<file path="src/source/scope_defines.svh">
/*
 * Scope plotter constants for display geometry, grid, colours and channel calibration
 */
`ifndef SCOPE_DEFINES_SVH
`define SCOPE_DEFINES_SVH

`define SCOPE_NCOL       160
`define SCOPE_LAST_ROW   120  // Rows 0..120 inclusive
`define SCOPE_HMRK_BASE  9'd121

// Grid line hit tests
`define SCOPE_GRID_COLS(c) ((c) == 8'd20 || (c) == 8'd50 || (c) == 8'd80 || \
                            (c) == 8'd110 || (c) == 8'd140)
`define SCOPE_GRID_ROWS(r) ((r) == 8'd30 || (r) == 8'd60 || (r) == 8'd90)

// 12 bit colours, blue-green-red nibbles
`define COLOR_BLACK    12'h000
`define COLOR_RED      12'h00F
`define COLOR_GREEN    12'h0F0
`define COLOR_YELLOW   12'h0FF
`define COLOR_BLUE     12'hF00
`define COLOR_FUCHSIA  12'hF0F
`define COLOR_AQUA     12'hFF0
`define COLOR_WHITE    12'hFFF

`define GRID_COLOR  `COLOR_GREEN
`define CH1_COLOR   `COLOR_RED
`define CH2_COLOR   `COLOR_BLUE
`define MRK_COLOR   `COLOR_AQUA
`define TRG_COLOR   `COLOR_YELLOW

// Calibration offsets per volt/div setting
`define CAL_CH1_SAMPLE_OFS(v) ((v) == 2'd0 ? 9'sd37 : (v) == 2'd1 ? -9'sd27 : \
                               (v) == 2'd2 ? -9'sd59 : -9'sd75)
`define CAL_CH2_SAMPLE_OFS(v) ((v) == 2'd0 ? 9'sd98 : (v) == 2'd1 ? 9'sd34 : \
                               (v) == 2'd2 ? 9'sd2 : -9'sd14)
`define CAL_CH1_TRIG_OFS(v)   ((v) == 2'd0 ? 9'sd50 : (v) == 2'd1 ? -9'sd20 : \
                               (v) == 2'd2 ? -9'sd55 : -9'sd73)
`define CAL_CH2_TRIG_OFS(v)   ((v) == 2'd0 ? 9'sd111 : (v) == 2'd1 ? 9'sd40 : \
                               (v) == 2'd2 ? 9'sd5 : -9'sd13)

`endif

</file>
<file path="src/source/scope_pkg.sv">
/*
 * Scope plotter shared types and state encodings
 */
package scope_pkg;

  typedef logic [7:0]  col_t;  // Display column
  typedef logic [8:0]  row_t;  // Display row, wraps modulo 512
  typedef logic [13:0] adc_t;  // Raw ADC word
  typedef logic [11:0] rgb_t;  // Pixel colour

  // Readout sequencing
  typedef enum logic [1:0] {
    FETCH_REQ,
    FETCH_RELEASE,
    FETCH_HOLD
  } fetch_state_t;

  // Column drawing
  typedef enum logic {
    WAIT_SAMPLES,
    DRAW_COLUMN
  } draw_state_t;

endpackage

</file>
<file path="src/source/sample_fetch.sv">
/*
 * Sample fetch, runs a four-phase readout on both ADC buffers for the current column
 */
module sample_fetch import scope_pkg::*; (
  input  logic       Clock,
  input  logic       Reset_n,
  input  col_t       col,
  input  logic       column_done,
  input  logic       adc1_tdiv,
  input  logic       adc2_tdiv,
  input  logic       adc1_rdo_ack,
  input  logic       adc2_rdo_ack,
  input  adc_t       adc1_rdo_q,
  input  adc_t       adc2_rdo_q,
  output logic [8:0] adc1_rdo_add,
  output logic [8:0] adc2_rdo_add,
  output logic       adc1_rdo_req,
  output logic       adc2_rdo_req,
  output adc_t       sample1,
  output adc_t       sample2,
  output logic       samples_ready
);

  fetch_state_t state;

  // Time/div doubling picks every odd word of the lower half
  function automatic logic [8:0] rdo_addr(col_t c, logic tdiv);
    return tdiv ? {1'b0, c[6:0], 1'b1} : {1'b0, c};
  endfunction

  always_ff @(posedge Clock or negedge Reset_n) begin
    if (!Reset_n) begin
      state         <= FETCH_REQ;
      adc1_rdo_req  <= 1'b0;
      adc2_rdo_req  <= 1'b0;
      adc1_rdo_add  <= '0;
      adc2_rdo_add  <= '0;
      samples_ready <= 1'b0;
    end else begin
      case (state)
        FETCH_REQ: begin
          // Both buffers idle before a new request
          if (!adc1_rdo_ack && !adc2_rdo_ack) begin
            adc1_rdo_add <= rdo_addr(col, adc1_tdiv);  // Held for the whole transfer
            adc2_rdo_add <= rdo_addr(col, adc2_tdiv);
            adc1_rdo_req <= 1'b1;
            adc2_rdo_req <= 1'b1;
            state        <= FETCH_RELEASE;
          end
        end
        FETCH_RELEASE: begin
          if (adc1_rdo_req && adc1_rdo_ack)
            adc1_rdo_req <= 1'b0;
          if (adc2_rdo_req && adc2_rdo_ack)
            adc2_rdo_req <= 1'b0;
          // Complete once each ack has fallen after its req
          if (!adc1_rdo_req && !adc2_rdo_req && !adc1_rdo_ack && !adc2_rdo_ack) begin
            samples_ready <= 1'b1;
            state         <= FETCH_HOLD;
          end
        end
        FETCH_HOLD: begin
          if (column_done) begin
            samples_ready <= 1'b0;
            state         <= FETCH_REQ;
          end
        end
        default: state <= FETCH_REQ;
      endcase
    end
  end

  // Sample capture on ack
  always_ff @(posedge Clock) begin
    if (state == FETCH_RELEASE && adc1_rdo_req && adc1_rdo_ack)
      sample1 <= adc1_rdo_q;
    if (state == FETCH_RELEASE && adc2_rdo_req && adc2_rdo_ack)
      sample2 <= adc2_rdo_q;
  end

endmodule

</file>
<file path="src/source/trace_scaler.sv">
/*
 * Trace scaler, maps a raw sample and trigger level to display rows for one channel
 */
`include "scope_defines.svh"

module trace_scaler import scope_pkg::*; #(
  parameter int CHANNEL = 1  // 1 or 2, picks the calibration set
) (
  input  adc_t       sample,
  input  adc_t       trg_lvl,
  input  logic [1:0] vdiv,
  input  logic [7:0] vshift,
  output row_t       trace_row,
  output row_t       trig_row
);

  logic signed [8:0] sample_ofs;
  logic signed [8:0] trig_ofs;

  // Volt/div sets the right shift, offset and vshift move the trace
  function automatic row_t scale(adc_t raw, logic [1:0] div, logic [7:0] shift,
                                 logic signed [8:0] ofs);
    adc_t shifted;
    shifted = raw >> (4'd6 + 4'(div));
    return row_t'({1'b0, shift}) + row_t'(ofs) - row_t'(shifted);
  endfunction

  always_comb begin
    if (CHANNEL == 1) begin
      sample_ofs = `CAL_CH1_SAMPLE_OFS(vdiv);
      trig_ofs   = `CAL_CH1_TRIG_OFS(vdiv);
    end else begin
      sample_ofs = `CAL_CH2_SAMPLE_OFS(vdiv);
      trig_ofs   = `CAL_CH2_TRIG_OFS(vdiv);
    end
  end

  assign trace_row = scale(sample, vdiv, vshift, sample_ofs);
  assign trig_row  = scale(trg_lvl, vdiv, vshift, trig_ofs);  // Same rule as the trace

endmodule

</file>
<file path="src/source/pixel_composer.sv">
/*
 * Pixel composer, steps columns and rows and picks each pixel colour by priority
 */
`include "scope_defines.svh"

module pixel_composer import scope_pkg::*; (
  input  logic       Clock,
  input  logic       Reset_n,
  input  logic       samples_ready,
  input  row_t       trace_row1,
  input  row_t       trace_row2,
  input  row_t       trig_row1,
  input  row_t       trig_row2,
  input  logic [8:0] vmrk1,
  input  logic [8:0] vmrk2,
  input  logic [8:0] hmrk1,
  input  logic [8:0] hmrk2,
  output col_t       col,
  output logic       column_done,
  output col_t       x,
  output logic [7:0] y,
  output logic       wr,
  output rgb_t       rgb,
  output logic       rdo_done
);

  draw_state_t state;
  logic [7:0]  row;
  logic        drawing;
  logic        last_row;
  row_t        row_ext;
  logic [8:0]  col_next;

  // Row 0 goes out in the same cycle samples_ready rises
  assign drawing  = (state == DRAW_COLUMN) || (state == WAIT_SAMPLES && samples_ready);
  assign last_row = (row == 8'(`SCOPE_LAST_ROW));
  assign row_ext  = {1'b0, row};
  assign col_next = {1'b0, col} + 9'd1;

  assign column_done = drawing && last_row;
  assign rdo_done    = column_done && (col == 8'(`SCOPE_NCOL - 1));  // End of frame
  assign wr = drawing;
  assign x  = col;
  assign y  = row;

  always_ff @(posedge Clock or negedge Reset_n) begin
    if (!Reset_n) begin
      state <= WAIT_SAMPLES;
      col   <= '0;
      row   <= '0;
    end else begin
      case (state)
        WAIT_SAMPLES: begin
          if (samples_ready) begin
            row   <= 8'd1;
            state <= DRAW_COLUMN;
          end
        end
        DRAW_COLUMN: begin
          if (last_row) begin
            row   <= '0;
            col   <= rdo_done ? '0 : col_next[7:0];  // Wrap after the last column
            state <= WAIT_SAMPLES;
          end else begin
            row <= row + 8'd1;
          end
        end
        default: state <= WAIT_SAMPLES;
      endcase
    end
  end

  // Colour priority, later tests win
  always_comb begin
    rgb = `COLOR_BLACK;
    if (`SCOPE_GRID_COLS(col) || `SCOPE_GRID_ROWS(row))
      rgb = `GRID_COLOR;
    if (row_ext == trace_row1)
      rgb = `CH1_COLOR;
    if (row_ext == trace_row2)
      rgb = `CH2_COLOR;  // Channel 2 drawn over channel 1
    if (col_next == vmrk1 || col_next == vmrk2 ||
        row_ext == `SCOPE_HMRK_BASE - hmrk1 || row_ext == `SCOPE_HMRK_BASE - hmrk2)
      rgb = `MRK_COLOR;
    // Trigger ticks at the left edge
    if (col < 8'd2 && (row_ext == trig_row1 || row_ext == trig_row2))
      rgb = `TRG_COLOR;
  end

endmodule

</file>
<file path="src/source/scope_plot.sv">
/*
 * Scope plotter top, two-channel analog view on a 160 by 121 display
 */
`include "scope_defines.svh"

module scope_plot import scope_pkg::*; (
  input  logic       Clock,
  input  logic       Reset_n,
  output col_t       x,
  output logic [7:0] y,
  output logic       wr,
  output rgb_t       rgb,
  input  logic [8:0] vmrk1,
  input  logic [8:0] vmrk2,
  input  logic [8:0] hmrk1,
  input  logic [8:0] hmrk2,
  output logic [8:0] adc1_rdo_add,
  output logic       adc1_rdo_req,
  input  logic       adc1_rdo_ack,
  input  adc_t       adc1_rdo_q,
  input  logic       adc1_tdiv,
  input  logic [1:0] adc1_vdiv,
  input  logic [7:0] adc1_vshift,
  input  adc_t       adc1_trg_lvl,
  output logic [8:0] adc2_rdo_add,
  output logic       adc2_rdo_req,
  input  logic       adc2_rdo_ack,
  input  adc_t       adc2_rdo_q,
  input  logic       adc2_tdiv,
  input  logic [1:0] adc2_vdiv,
  input  logic [7:0] adc2_vshift,
  input  adc_t       adc2_trg_lvl,
  output logic       rdo_done
);

  col_t col;
  logic column_done;
  logic samples_ready;
  adc_t sample1, sample2;
  row_t trace_row1, trace_row2;
  row_t trig_row1, trig_row2;

  sample_fetch u_fetch (
    .Clock, .Reset_n, .col, .column_done,
    .adc1_tdiv, .adc2_tdiv,
    .adc1_rdo_ack, .adc2_rdo_ack,
    .adc1_rdo_q, .adc2_rdo_q,
    .adc1_rdo_add, .adc2_rdo_add,
    .adc1_rdo_req, .adc2_rdo_req,
    .sample1, .sample2, .samples_ready
  );

  trace_scaler #(.CHANNEL(1)) u_scale1 (
    .sample(sample1), .trg_lvl(adc1_trg_lvl), .vdiv(adc1_vdiv), .vshift(adc1_vshift),
    .trace_row(trace_row1), .trig_row(trig_row1)
  );

  trace_scaler #(.CHANNEL(2)) u_scale2 (
    .sample(sample2), .trg_lvl(adc2_trg_lvl), .vdiv(adc2_vdiv), .vshift(adc2_vshift),
    .trace_row(trace_row2), .trig_row(trig_row2)
  );

  pixel_composer u_compose (
    .Clock, .Reset_n, .samples_ready,
    .trace_row1, .trace_row2, .trig_row1, .trig_row2,
    .vmrk1, .vmrk2, .hmrk1, .hmrk2,
    .col, .column_done, .x, .y, .wr, .rgb, .rdo_done
  );

endmodule

</file>
<file path="config.mk">
export PLATFORM = sky130hd
export DESIGN_NAME = scope_plot
export DESIGN_NICKNAME = d
export VERILOG_FILES = /design/src/source/scope_pkg.sv /design/src/source/sample_fetch.sv /design/src/source/trace_scaler.sv /design/src/source/pixel_composer.sv /design/src/source/scope_plot.sv
export VERILOG_INCLUDE_DIRS = /design/src /design/src/source
export SDC_FILE = /design/constraint.sdc
export NUM_CORES = 1
export LEC_CHECK = 0
export BUFFER_PORTS_ARGS = -buffer_cell sky130_fd_sc_hd__buf_4
export CORE_MARGIN = 2
export CORE_UTILIZATION = 30
export DETAILED_ROUTE_END_ITERATION = 10
export PLACE_DENSITY = 0.51
export SYNTH_ARGS = -nofsm -noshare
export SYNTH_HDL_FRONTEND = slang
export SYNTH_SLANG_ARGS = --single-unit
</file>
<file path="constraint.sdc">
create_clock -name Clock -period 13 [get_ports Clock]
set_clock_uncertainty 0.05 [all_clocks]
set_input_delay 0.65 -clock Clock [delete_from_list [all_inputs] [get_ports Clock]]
set_output_delay 0.65 -clock Clock [all_outputs]
set_load 0.02 [all_outputs]
</file>
Word level (Yosys, flattened, before mapping)
Cells that the tools add are included.

Register bits after elaboration: 68. Bits of input ports: 118.

Equal/unequal tests: 30. Shift operators: 4. Reduce and logical (&&, ||, !) cells: 41. Bitwise gates (word level): 1. Mux-type cells: 38. Add/subtract/negate cells: 14. Magnitude comparators: 1.

Operators with widths (number): 2-to-1 mux 9 bit (10); 2-to-1 mux 8 bit (7); right shift 14 x 4 -> 9 bit (4); equality test 8 x 9 -> 1 bit (6); adder 8 x 9 -> 9 bit (4); 2-to-1 mux 12 bit (3); subtractor 9 bit (4); equality test 8 x 7 -> 1 bit, second input constant (4); equality test 9 bit (2); subtractor 7 x 9 -> 9 bit, first input constant (2); equality test 8 x 5 -> 1 bit, second input constant (2); equality test 8 x 6 -> 1 bit, second input constant (2); equality test 8 bit, second input constant (2); one-hot mux 8 bit (2 select lines) (1); logical AND 1 bit (14); 2-to-1 mux 7 bit (2); logical OR 1 bit (12); AND reduction 3 bit (4); inequality test 2 x 1 -> 1 bit, second input constant (5); adder 8 x 1 -> 9 bit, second input constant (1); adder 3 x 2 -> 4 bit, first input constant (2); adder 8 x 1 -> 8 bit, second input constant (1); less-than comparator 8 x 2 -> 1 bit, second input constant (1); one-hot mux 1 bit (2 select lines) (4); other kinds (11) (30).

Logic depth before layout (Yosys ltp)
Gate-level depths: netlist of the first run.

Depth in word-level cells: 11. Depth in mapped cells: 18.

By module
Synthesis of the first run repeated with hierarchy kept, for this count alone.

Cell total of the unflattened synthesis: 752. Area total of the unflattened synthesis: 7303.3 um2.

Modules (own cells, without submodules): pixel_composer (cells each 299, sequential area each 425.4 um2, area each 2489.9 um2, times used 1); sample_fetch (cells each 105, sequential area each 1366.3 um2, area each 1896.8 um2, times used 1); trace_scaler (u_scale1) (cells each 174, sequential area each 0.0 um2, area each 1468.9 um2, times used 1); trace_scaler (u_scale2) (cells each 174, sequential area each 0.0 um2, area each 1447.6 um2, times used 1).

Least setup slack after synthesis of the first run
OpenSTA, ideal clock, no wires.

Kind: input to output. Start point: input port adc1_vdiv[0]. End point: output port rgb[10]. Cell stages on the path: 16. Path slack: 7318 ps. Buffers on the path: 3. Arrival time: 4982 ps. Cells stage by stage: clkbuf_1 clkbuf_1 inv_1 ha_1 or2_2 fa_1 inv_1 ha_1 nor2b_1 o21a_1 o31ai_1 nor2b_1 xnor2_1 and4_1 nor3_1 buf_4.

Longest elaborated chain between the ends: 10. Elaborated cells on any way between the ends: 14. Those cells by class: 3 x add/sub; 3 x eq/ne; 1 x shift; 4 x mux; 3 x reduce/logical.

Ends and longest elaborated chain: start, declared (line scope_plot.sv:22) `input logic [1:0] adc1_vdiv,`; equality test 2 bit (no source line); 2-to-1 mux 7 bit (no source line); 2-to-1 mux 9 bit (no source line) (2 in a row); adder 8 x 9 -> 9 bit (line trace_scaler.sv:25) `return row_t'({1'b0, shift}) + row_t'(ofs) - row_t'(shifted);`; subtractor 9 bit (*) (line trace_scaler.sv:25); equality test 8 x 9 -> 1 bit (*) (line pixel_composer.sv:86) `if (col < 8'd2 && (row_ext == trig_row1 || row_ext == trig_row2))`; logical OR 1 bit (*) (line pixel_composer.sv:86); logical AND 1 bit (*) (line pixel_composer.sv:86); 2-to-1 mux 12 bit (*) (line pixel_composer.sv:86); end, declared (line scope_plot.sv:12) `output rgb_t rgb,`.

Every way passes the cells marked *; elsewhere a longest branch is shown, timed or not.

Worst setup path in the final report of the first run
Start point: input port adc1_vdiv[0]. End point: output port rgb[6].

Longest elaborated chain between the ends: 11. Elaborated cells on any way between the ends: 24. Those cells by class: 5 x add/sub; 4 x eq/ne; 2 x shift; 10 x mux; 3 x reduce/logical.

Ends and longest elaborated chain: equality test 2 bit (no source line); 2-to-1 mux 7 bit (no source line); 2-to-1 mux 9 bit (no source line) (2 in a row); adder 8 x 9 -> 9 bit (line trace_scaler.sv:25); subtractor 9 bit (line trace_scaler.sv:25); equality test 8 x 9 -> 1 bit (line pixel_composer.sv:78) `if (row_ext == trace_row1)`; 2-to-1 mux 8 bit (line pixel_composer.sv:78); 2-to-1 mux 12 bit (line pixel_composer.sv:80) `if (row_ext == trace_row2)`; 2-to-1 mux 12 bit (line pixel_composer.sv:82) `if (col_next == vmrk1 || col_next == vmrk2 ||`; 2-to-1 mux 12 bit (*) (line pixel_composer.sv:86).

Marked as above.

==> results_dict.tcl, run 1 <==
set metrics [dict create \
    syn_avg_cell_area_um2 8.85 \
    max_freq_mhz 188 \
    crit_family "simple AND/OR/NAND/NOR gates" \
    pwr_density_cell_mw_per_mm2 136 \
    synth_top_area_cell "dfrtp_1" \
    start_util_pct 30.6 \
    grt_pass1_vias 5515 \
    yosys.area.top_type_share_pct 14.2 \
    drv_cap 0 \
    vdd_drop_max_v 0.0000853 \
    syn2layout_area_growth_pct 20.3 \
    gr-total-overflow 0 \
    clock-root-buffer "clkbuf_16" \
    drt-wirelength-per-cell_um 15.7 \
    die_h_um 153 \
    use_met3_pct 3.12 \
    cpPeakStageDelay_ns 0.62 \
    coreArea_mm2 0.0219 \
    hold_viol_final 0 \
    synth_flop_cell "dfrtp_1" \
    synth_seq_cells 54 \
    gr-usage-met1_pct 20.5 \
    routed_via_density 4.91 \
    die_w_um 153 \
    whs_ns 0.275 \
    syn-cell-area_mm2 0.00669 \
    ys_top_cells_by_area "dfrtp_1, ha_1, xnor2_1" \
    worst_setup_path_start_kind "input pin" \
    tightest_slew_ns 0.750 \
    clkTransAtPathRegs_ns 0.07 \
    use_met2_pct 25.7 \
    hpwlAfterDp_mm 14.2 \
    drive_gt1_share_pct 20.5 \
    port_buffers 141 \
    status "complete, no violations" \
    clk_latency_ns 0.30 \
    cp_data_required_time_ns 12.30 \
    nets 1061 \
    routed_wl_mm 17.9 \
    top_usage_layer "met2" \
    hold_buffers 0 \
    rsz0062_at_grt "false" \
    track_usage_pct 15.3 \
    end_kind "output port" \
    grt_pass1_wl_mm 29.4 \
    relSlewSlack_pct 50.0 \
    h-tree-depth 2 \
    ant_nets 0 \
    critPathKind "input pin to output port" \
    crit_chain "buf_4 > inv_1 > ha_1 > or2_2 > fa_1 > inv_1 > ha_1 > nor2b_1 > o21a_1 > o31ai_1 > nor2b_1 > xnor2_1 > and4_1 > or4b_1 > buf_4" \
    critical_path_buf_inv_count 4 \
    path_max_fanout 19 \
    synth-edff-count 16 \
    leakagePower_nw 3.70 \
    postSynthCellCount 756 \
    clkSinkCount 54 \
    yosysWarnings 0 \
    cts_made_buffers 5 \
    async_flop_share_pct 70.4 \
    grt_max_degree 39 \
    hold_path.class "input pin to asynchronous set/reset pin" \
    drt_iter0_markers 315 \
    dieArea_mm2 0.0235 \
    cts_tree "yes" \
    period_share_pct 40.9 \
    min_period_ns 5.32 \
    fin_setup_tns_ns 0 \
    slew_viol_final 0 \
    pin_count 168 \
    firstDrtPassIters 4 \
    post-cts-setup-buffers 0 \
    synth_cell_types 67 \
    synth.yosys.seq_area_share_pct 21.4 \
    finalSetupViolations 0 \
    rows 54 \
    route.detailed.drc 0 \
    num_vias 5601 \
    cts_buffer_depth 2 \
    cts_resized 0 \
    slowest_stage "or4b_1" \
    globalplace.congestion 0.796 \
    arrival_ns 4.62 \
    antenna_found_initial 1 \
]
==> logic make-up after synthesis <==
| family | after synthesis | synth area share, % |
|---|---|---|
| xor+xnor | 103 | 13.5 |
| fa+ha+maj | 85 | 18.8 |
| mux | 40 | 8.97 |
| buf+inv | 140 | 8.60 |
| flops | 54 | 21.4 |
| simple gates | 191 | 15.2 |
| compound gates | 142 | 13.5 |
| other cells | 1 | 0.0560 |
==> synth_stat cells, drive strengths merged, types with 5 or more instances <==
cell type,number
a211oi,9
xor2,30
edfxtp,16
mux4,16
a21o,6
inv,92
nand3,20
mux2i,24
xnor2,73
buf,22
nor2b,13
nand2b,9
dfrtp,38
nand4,8
fa,26
nand2,23
o2111ai,6
and3,14
or2,6
nor2,58
ha,59
a21oi,47
clkbuf,26
nor4,5
nor3,12
o21ai,34
==> per-layer routing <==
metal | share of wire [%] | vias to the layer above
met5 | 0 | -
met4 | 1.1 | 0
li1 | - | 2799
met3 | 5.8 | 14
met1 | 46 | 2678
met2 | 47 | 110
==> power by group <==
group | internal, mW | switching, mW
sequential | 0.228 | 0.0784
clock | 0.0915 | 0.0659
combinational | 0.302 | 0.326
==> stage by stage <==
step	utilization, %	power, mW	instances	setup WS, ns	area (um2)
floorplan	-	0.755	757	7.32	6700
global placement	36.0	0.944	1131	7.67	7890
detailed placement	36.0	0.946	1131	7.68	7890
CTS	36.8	1.11	1139	7.67	8050
finish	36.8	1.09	1140	7.68	8050
global route	36.8	1.19	1139	7.38	8050
==> layout by cell type, fill, tap and decap left out, types with 6 or more instances in the layout <==
cell type and instances:
inv_1 92, o21ai_0 28, nor3_1 12, or2_2 6, o21ai_1 6, ha_1 59, fa_1 26, mux2i_1 24
nand4_1 7, xnor2_1 73, nor2_1 58, a211oi_1 9, o2111ai_1 6, dfrtp_1 38, xor2_1 30, and3_1 13
a21o_1 6, edfxtp_1 16, buf_4 142, nand2b_1 9, nand3_1 20, mux4_2 16, nand2_1 23, nor2b_1 13
a21oi_1 47
==> sequential cells by signal, indices dropped and copies added (netlist names), 2 cells and up <==
signal                flops
u_compose.col             8
u_compose.y               8
u_fetch.state             2
u_fetch.sample2           8
u_fetch.adc2_rdo_add      8
u_fetch.sample1           8
u_fetch.adc1_rdo_add      8
==> final cells by class <==
class / count / area [um2]
diodes: 1 / 2.50
clock buffers: 7 / 133
clock inverters: 1 / 30.0
fillers: 2268 / 13800
inverters: 92 / 345
multi-input cells: 563 / 4700
flip-flops and latches: 54 / 1430
well taps: 280 / 350
repair buffers: 142 / 1070
==> worst paths after layout <==
| path | slack [ns] | startpoint | to | depth (start not counted) |
|---|---|---|---|---|
| hold / removal | 0.28 | Reset_n | u_fetch.adc2_rdo_add[0]$_DFFE_PN0P_ | 1 |
| setup reg to reg | 10.56 | u_compose.y[4]$_DFFE_PN0P_ | u_compose.col[5]$_DFFE_PN0P_ | 7 |
| min in group Clock | 0.47 | adc2_rdo_q[10] | u_fetch.sample2[10]$_DFFE_PP_ | 1 |
| max in group asynchronous | 12.26 | Reset_n | u_compose.col[7]$_DFFE_PN0P_ | 1 |
| hold reg to reg | 0.48 | u_fetch.adc1_rdo_add[2]$_DFFE_PN0P_ | u_fetch.adc1_rdo_add[2]$_DFFE_PN0P_ | 2 |
| setup / recovery | 7.68 | adc1_vdiv[0] | rgb[6] | 15 |
(Power assumes the default switching activity.)
==> run 2, diff against run 1 <==
Settings changed: ABC_AREA set to 1, PLACE_DENSITY 0.51 to 0.52.
Clock period 13 ns to 4.3 ns, I/O delays scaled along.
==> results_dict.tcl, run 2 <==
set metrics [dict create \
    rsz0062_at_grt "false" \
    syn-cell-area_mm2 0.00728 \
    pwr_density_cell_mw_per_mm2 324 \
    coreArea_mm2 0.0241 \
    grt_pass1_wl_mm 34.1 \
    route.detailed.drc 0 \
    wl_met1_mm 9.40 \
    syn2layout_area_growth_pct 19.9 \
    yosysWarnings 0 \
    track_usage_pct 16.1 \
    routed_via_density 4.50 \
    grt_pass1_vias 7030 \
    path_max_fanout 17 \
    port_buffers 141 \
    fin_setup_tns_ns 0 \
    hold_viol_final 0 \
    dp_slack_ns 0.343 \
    clkSinkCount 54 \
    arrival_ns 3.58 \
    hold_path.class "input pin to flop" \
    drive_gt1_share_pct 14.8 \
    cts_tree "yes" \
    final_util_pct 36.2 \
    clk_latency_ns 0.30 \
    crit_start "adc1_vdiv[0]" \
    timing.rr.end "u_compose.col[0]$_DFFE_PN0P_" \
    synth_flop_cell "dfrtp_1" \
    ant_nets 0 \
    relSlewSlack_pct 33.3 \
    grt_max_degree 39 \
    max_freq_mhz 260 \
    critPathKind "input pin to output port" \
    rows 57 \
    async_flop_share_pct 70.4 \
    slew_viol_final 0 \
    nets 1444 \
    start_util_pct 30.2 \
    whs_ns 0.0382 \
    antenna_found_initial 0 \
    period_share_pct 89.5 \
    finalSetupViolations 0 \
    fin_ws_ns 0.452 \
    r2r_start "u_compose.y[6]$_DFFE_PN0P_" \
    drt-wirelength-per-cell_um 12.9 \
    vdd_drop_max_v 0.000297 \
    worst_setup_path_start_kind "input pin" \
    pin_count 168 \
    dieArea_mm2 0.0255 \
    min_period_ns 3.85 \
    p_total_mw 2.83 \
    regToRegSetupSlack_ns 1.91 \
    synth-edff-count 16 \
    postSynthCellCount 1126 \
    wl_met3_mm 1.09 \
    syn_avg_cell_area_um2 6.47 \
    num_vias 7048 \
    synth_commonest_cells "nand2_1, inv_1, nand3_1" \
    dr_wl_met2_mm 9.58 \
    routed_wl_mm 20.3 \
    end_kind "output port" \
    drv_cap 0 \
    h-tree-depth 2 \
    tightest_slew_ns 0.997 \
    ys_top_cells_by_area "nand2_1, dfrtp_1, inv_1" \
    r2r_cells 6 \
    synth_top_area_cell "nand2_1" \
    globalplace.congestion 0.840 \
    die_h_um 160 \
    drt_iter0_markers 299 \
    synth_cell_types 44 \
    die_w_um 160 \
    yosys.area.top_type_share_pct 18.5 \
    crit_end "rgb[6]" \
    synth.yosys.seq_area_share_pct 19.7 \
    hpwlAfterDp_mm 16.7 \
    yosysMostFrequentCell "nand2_1" \
    firstDrtPassIters 5 \
    highest-signal-layer "met4" \
    status "complete, no violations" \
    antenna_cells 0 \
    clkTransAtPathRegs_ns 0.07 \
    synth_seq_cells 54 \
    leakagePower_nw 4.84 \
    cp_data_required_time_ns 4.03 \
    gr-total-overflow 0 \
    cts_made_buffers 5 \
    final_cell_mix "nand2_1, inv_1, buf_4" \
    clock-root-buffer "clkbuf_16" \
    cts_buffer_depth 2 \
    layout_commonest_cell "nand2_1" \
    post-cts-setup-buffers 0 \
]
run 2: changes by cell type after synthesis, sizes merged, moves of 14 or more:
cell	previous run	this run
nand2	23	365
xnor2	73	21
mux2i	24	9
mux4	16	0
a21oi	47	24
o21ai	34	79
nand3	20	83
inv	92	204
and3	14	0
run 2: worst min path at each step:
stage | start | to | cells after the start
CTS | adc1_rdo_q[9] | u_fetch.sample1[9]$_DFFE_PP_ | 1
global route | adc1_rdo_q[9] | u_fetch.sample1[9]$_DFFE_PP_ | 1
global placement | Reset_n | u_compose.col[3]$_DFFE_PN0P_ | 1
finish | adc1_rdo_q[6] | u_fetch.sample1[6]$_DFFE_PP_ | 1
floorplan | Reset_n | u_compose.col[0]$_DFFE_PN0P_ | 0
detailed placement | Reset_n | u_fetch.adc2_rdo_add[3]$_DFFE_PN0P_ | 1
run 2: kinds of logic (layout without fill, tap and decap cells):
logic type,Yosys count,count (layout),share of synthesized area [%]
muxes,9,9,1.24
buffers and inverters,244,359,13.9
AOI/OAI and AO/OA,126,126,9.33
other,1,2,0.0515
DFF,54,54,19.7
adders and majority gates,85,85,17.3
xor gates and xnor gates,45,45,5.41
and+or+nand+nor,562,562,33.1
run 2: stage by stage:
stage / std cells / cell area, um2
global route: 1566 / 8730
detailed placement: 1557 / 8540
global placement: 1557 / 8540
floorplan: 1127 / 7290
finish: 1566 / 8730
CTS: 1566 / 8730
run 2: per-layer routing:
layer,GRT usage [%],vias to the layer above
li1,-,3743
met1,20.6,3152
met2,28.7,138
met3,3.45,15
met4,2.33,0
met5,0,-
run 2: where the power goes:
group | internal [mW] | switching (mW)
combinational | 0.639 | 0.956
sequential | 0.658 | 0.0717
clock | 0.294 | 0.208
run 2: area by class of cell:
class / instances / area [um2]
clock buffer: 6 / 139
clock inverter: 2 / 38.8
timing repair buffer: 146 / 1100
sequential: 54 / 1430
inverter: 205 / 772
tap: 324 / 405
multi-input combinational: 829 / 4850
fill: 2667 / 15400
run 2: timing repair:
| item | CTS | global route |
|---|---|---|
| endpoints found under the hold margin | 38 | 0 |
| gates resized for setup | 0 | 1 |
| endpoints found under the setup margin | 0 | 4 |
| hold buffers | 1 | 0 |
run 2: worst max-delay path, cell delays in order:
cell,delay [ns]
buf_4,0.20
inv_1,0.19
ha_2,0.39
inv_1,0.13
fa_1,0.54
inv_1,0.06
fa_1,0.46
xnor2_1,0.22
inv_1,0.06
nand2_1,0.05
nand3_1,0.10
nor2_1,0.14
nand2_1,0.06
nor2_1,0.10
nand3_1,0.10
nand2_1,0.12
nand2_1,0.09
nand3_1,0.17
buf_4,0.17
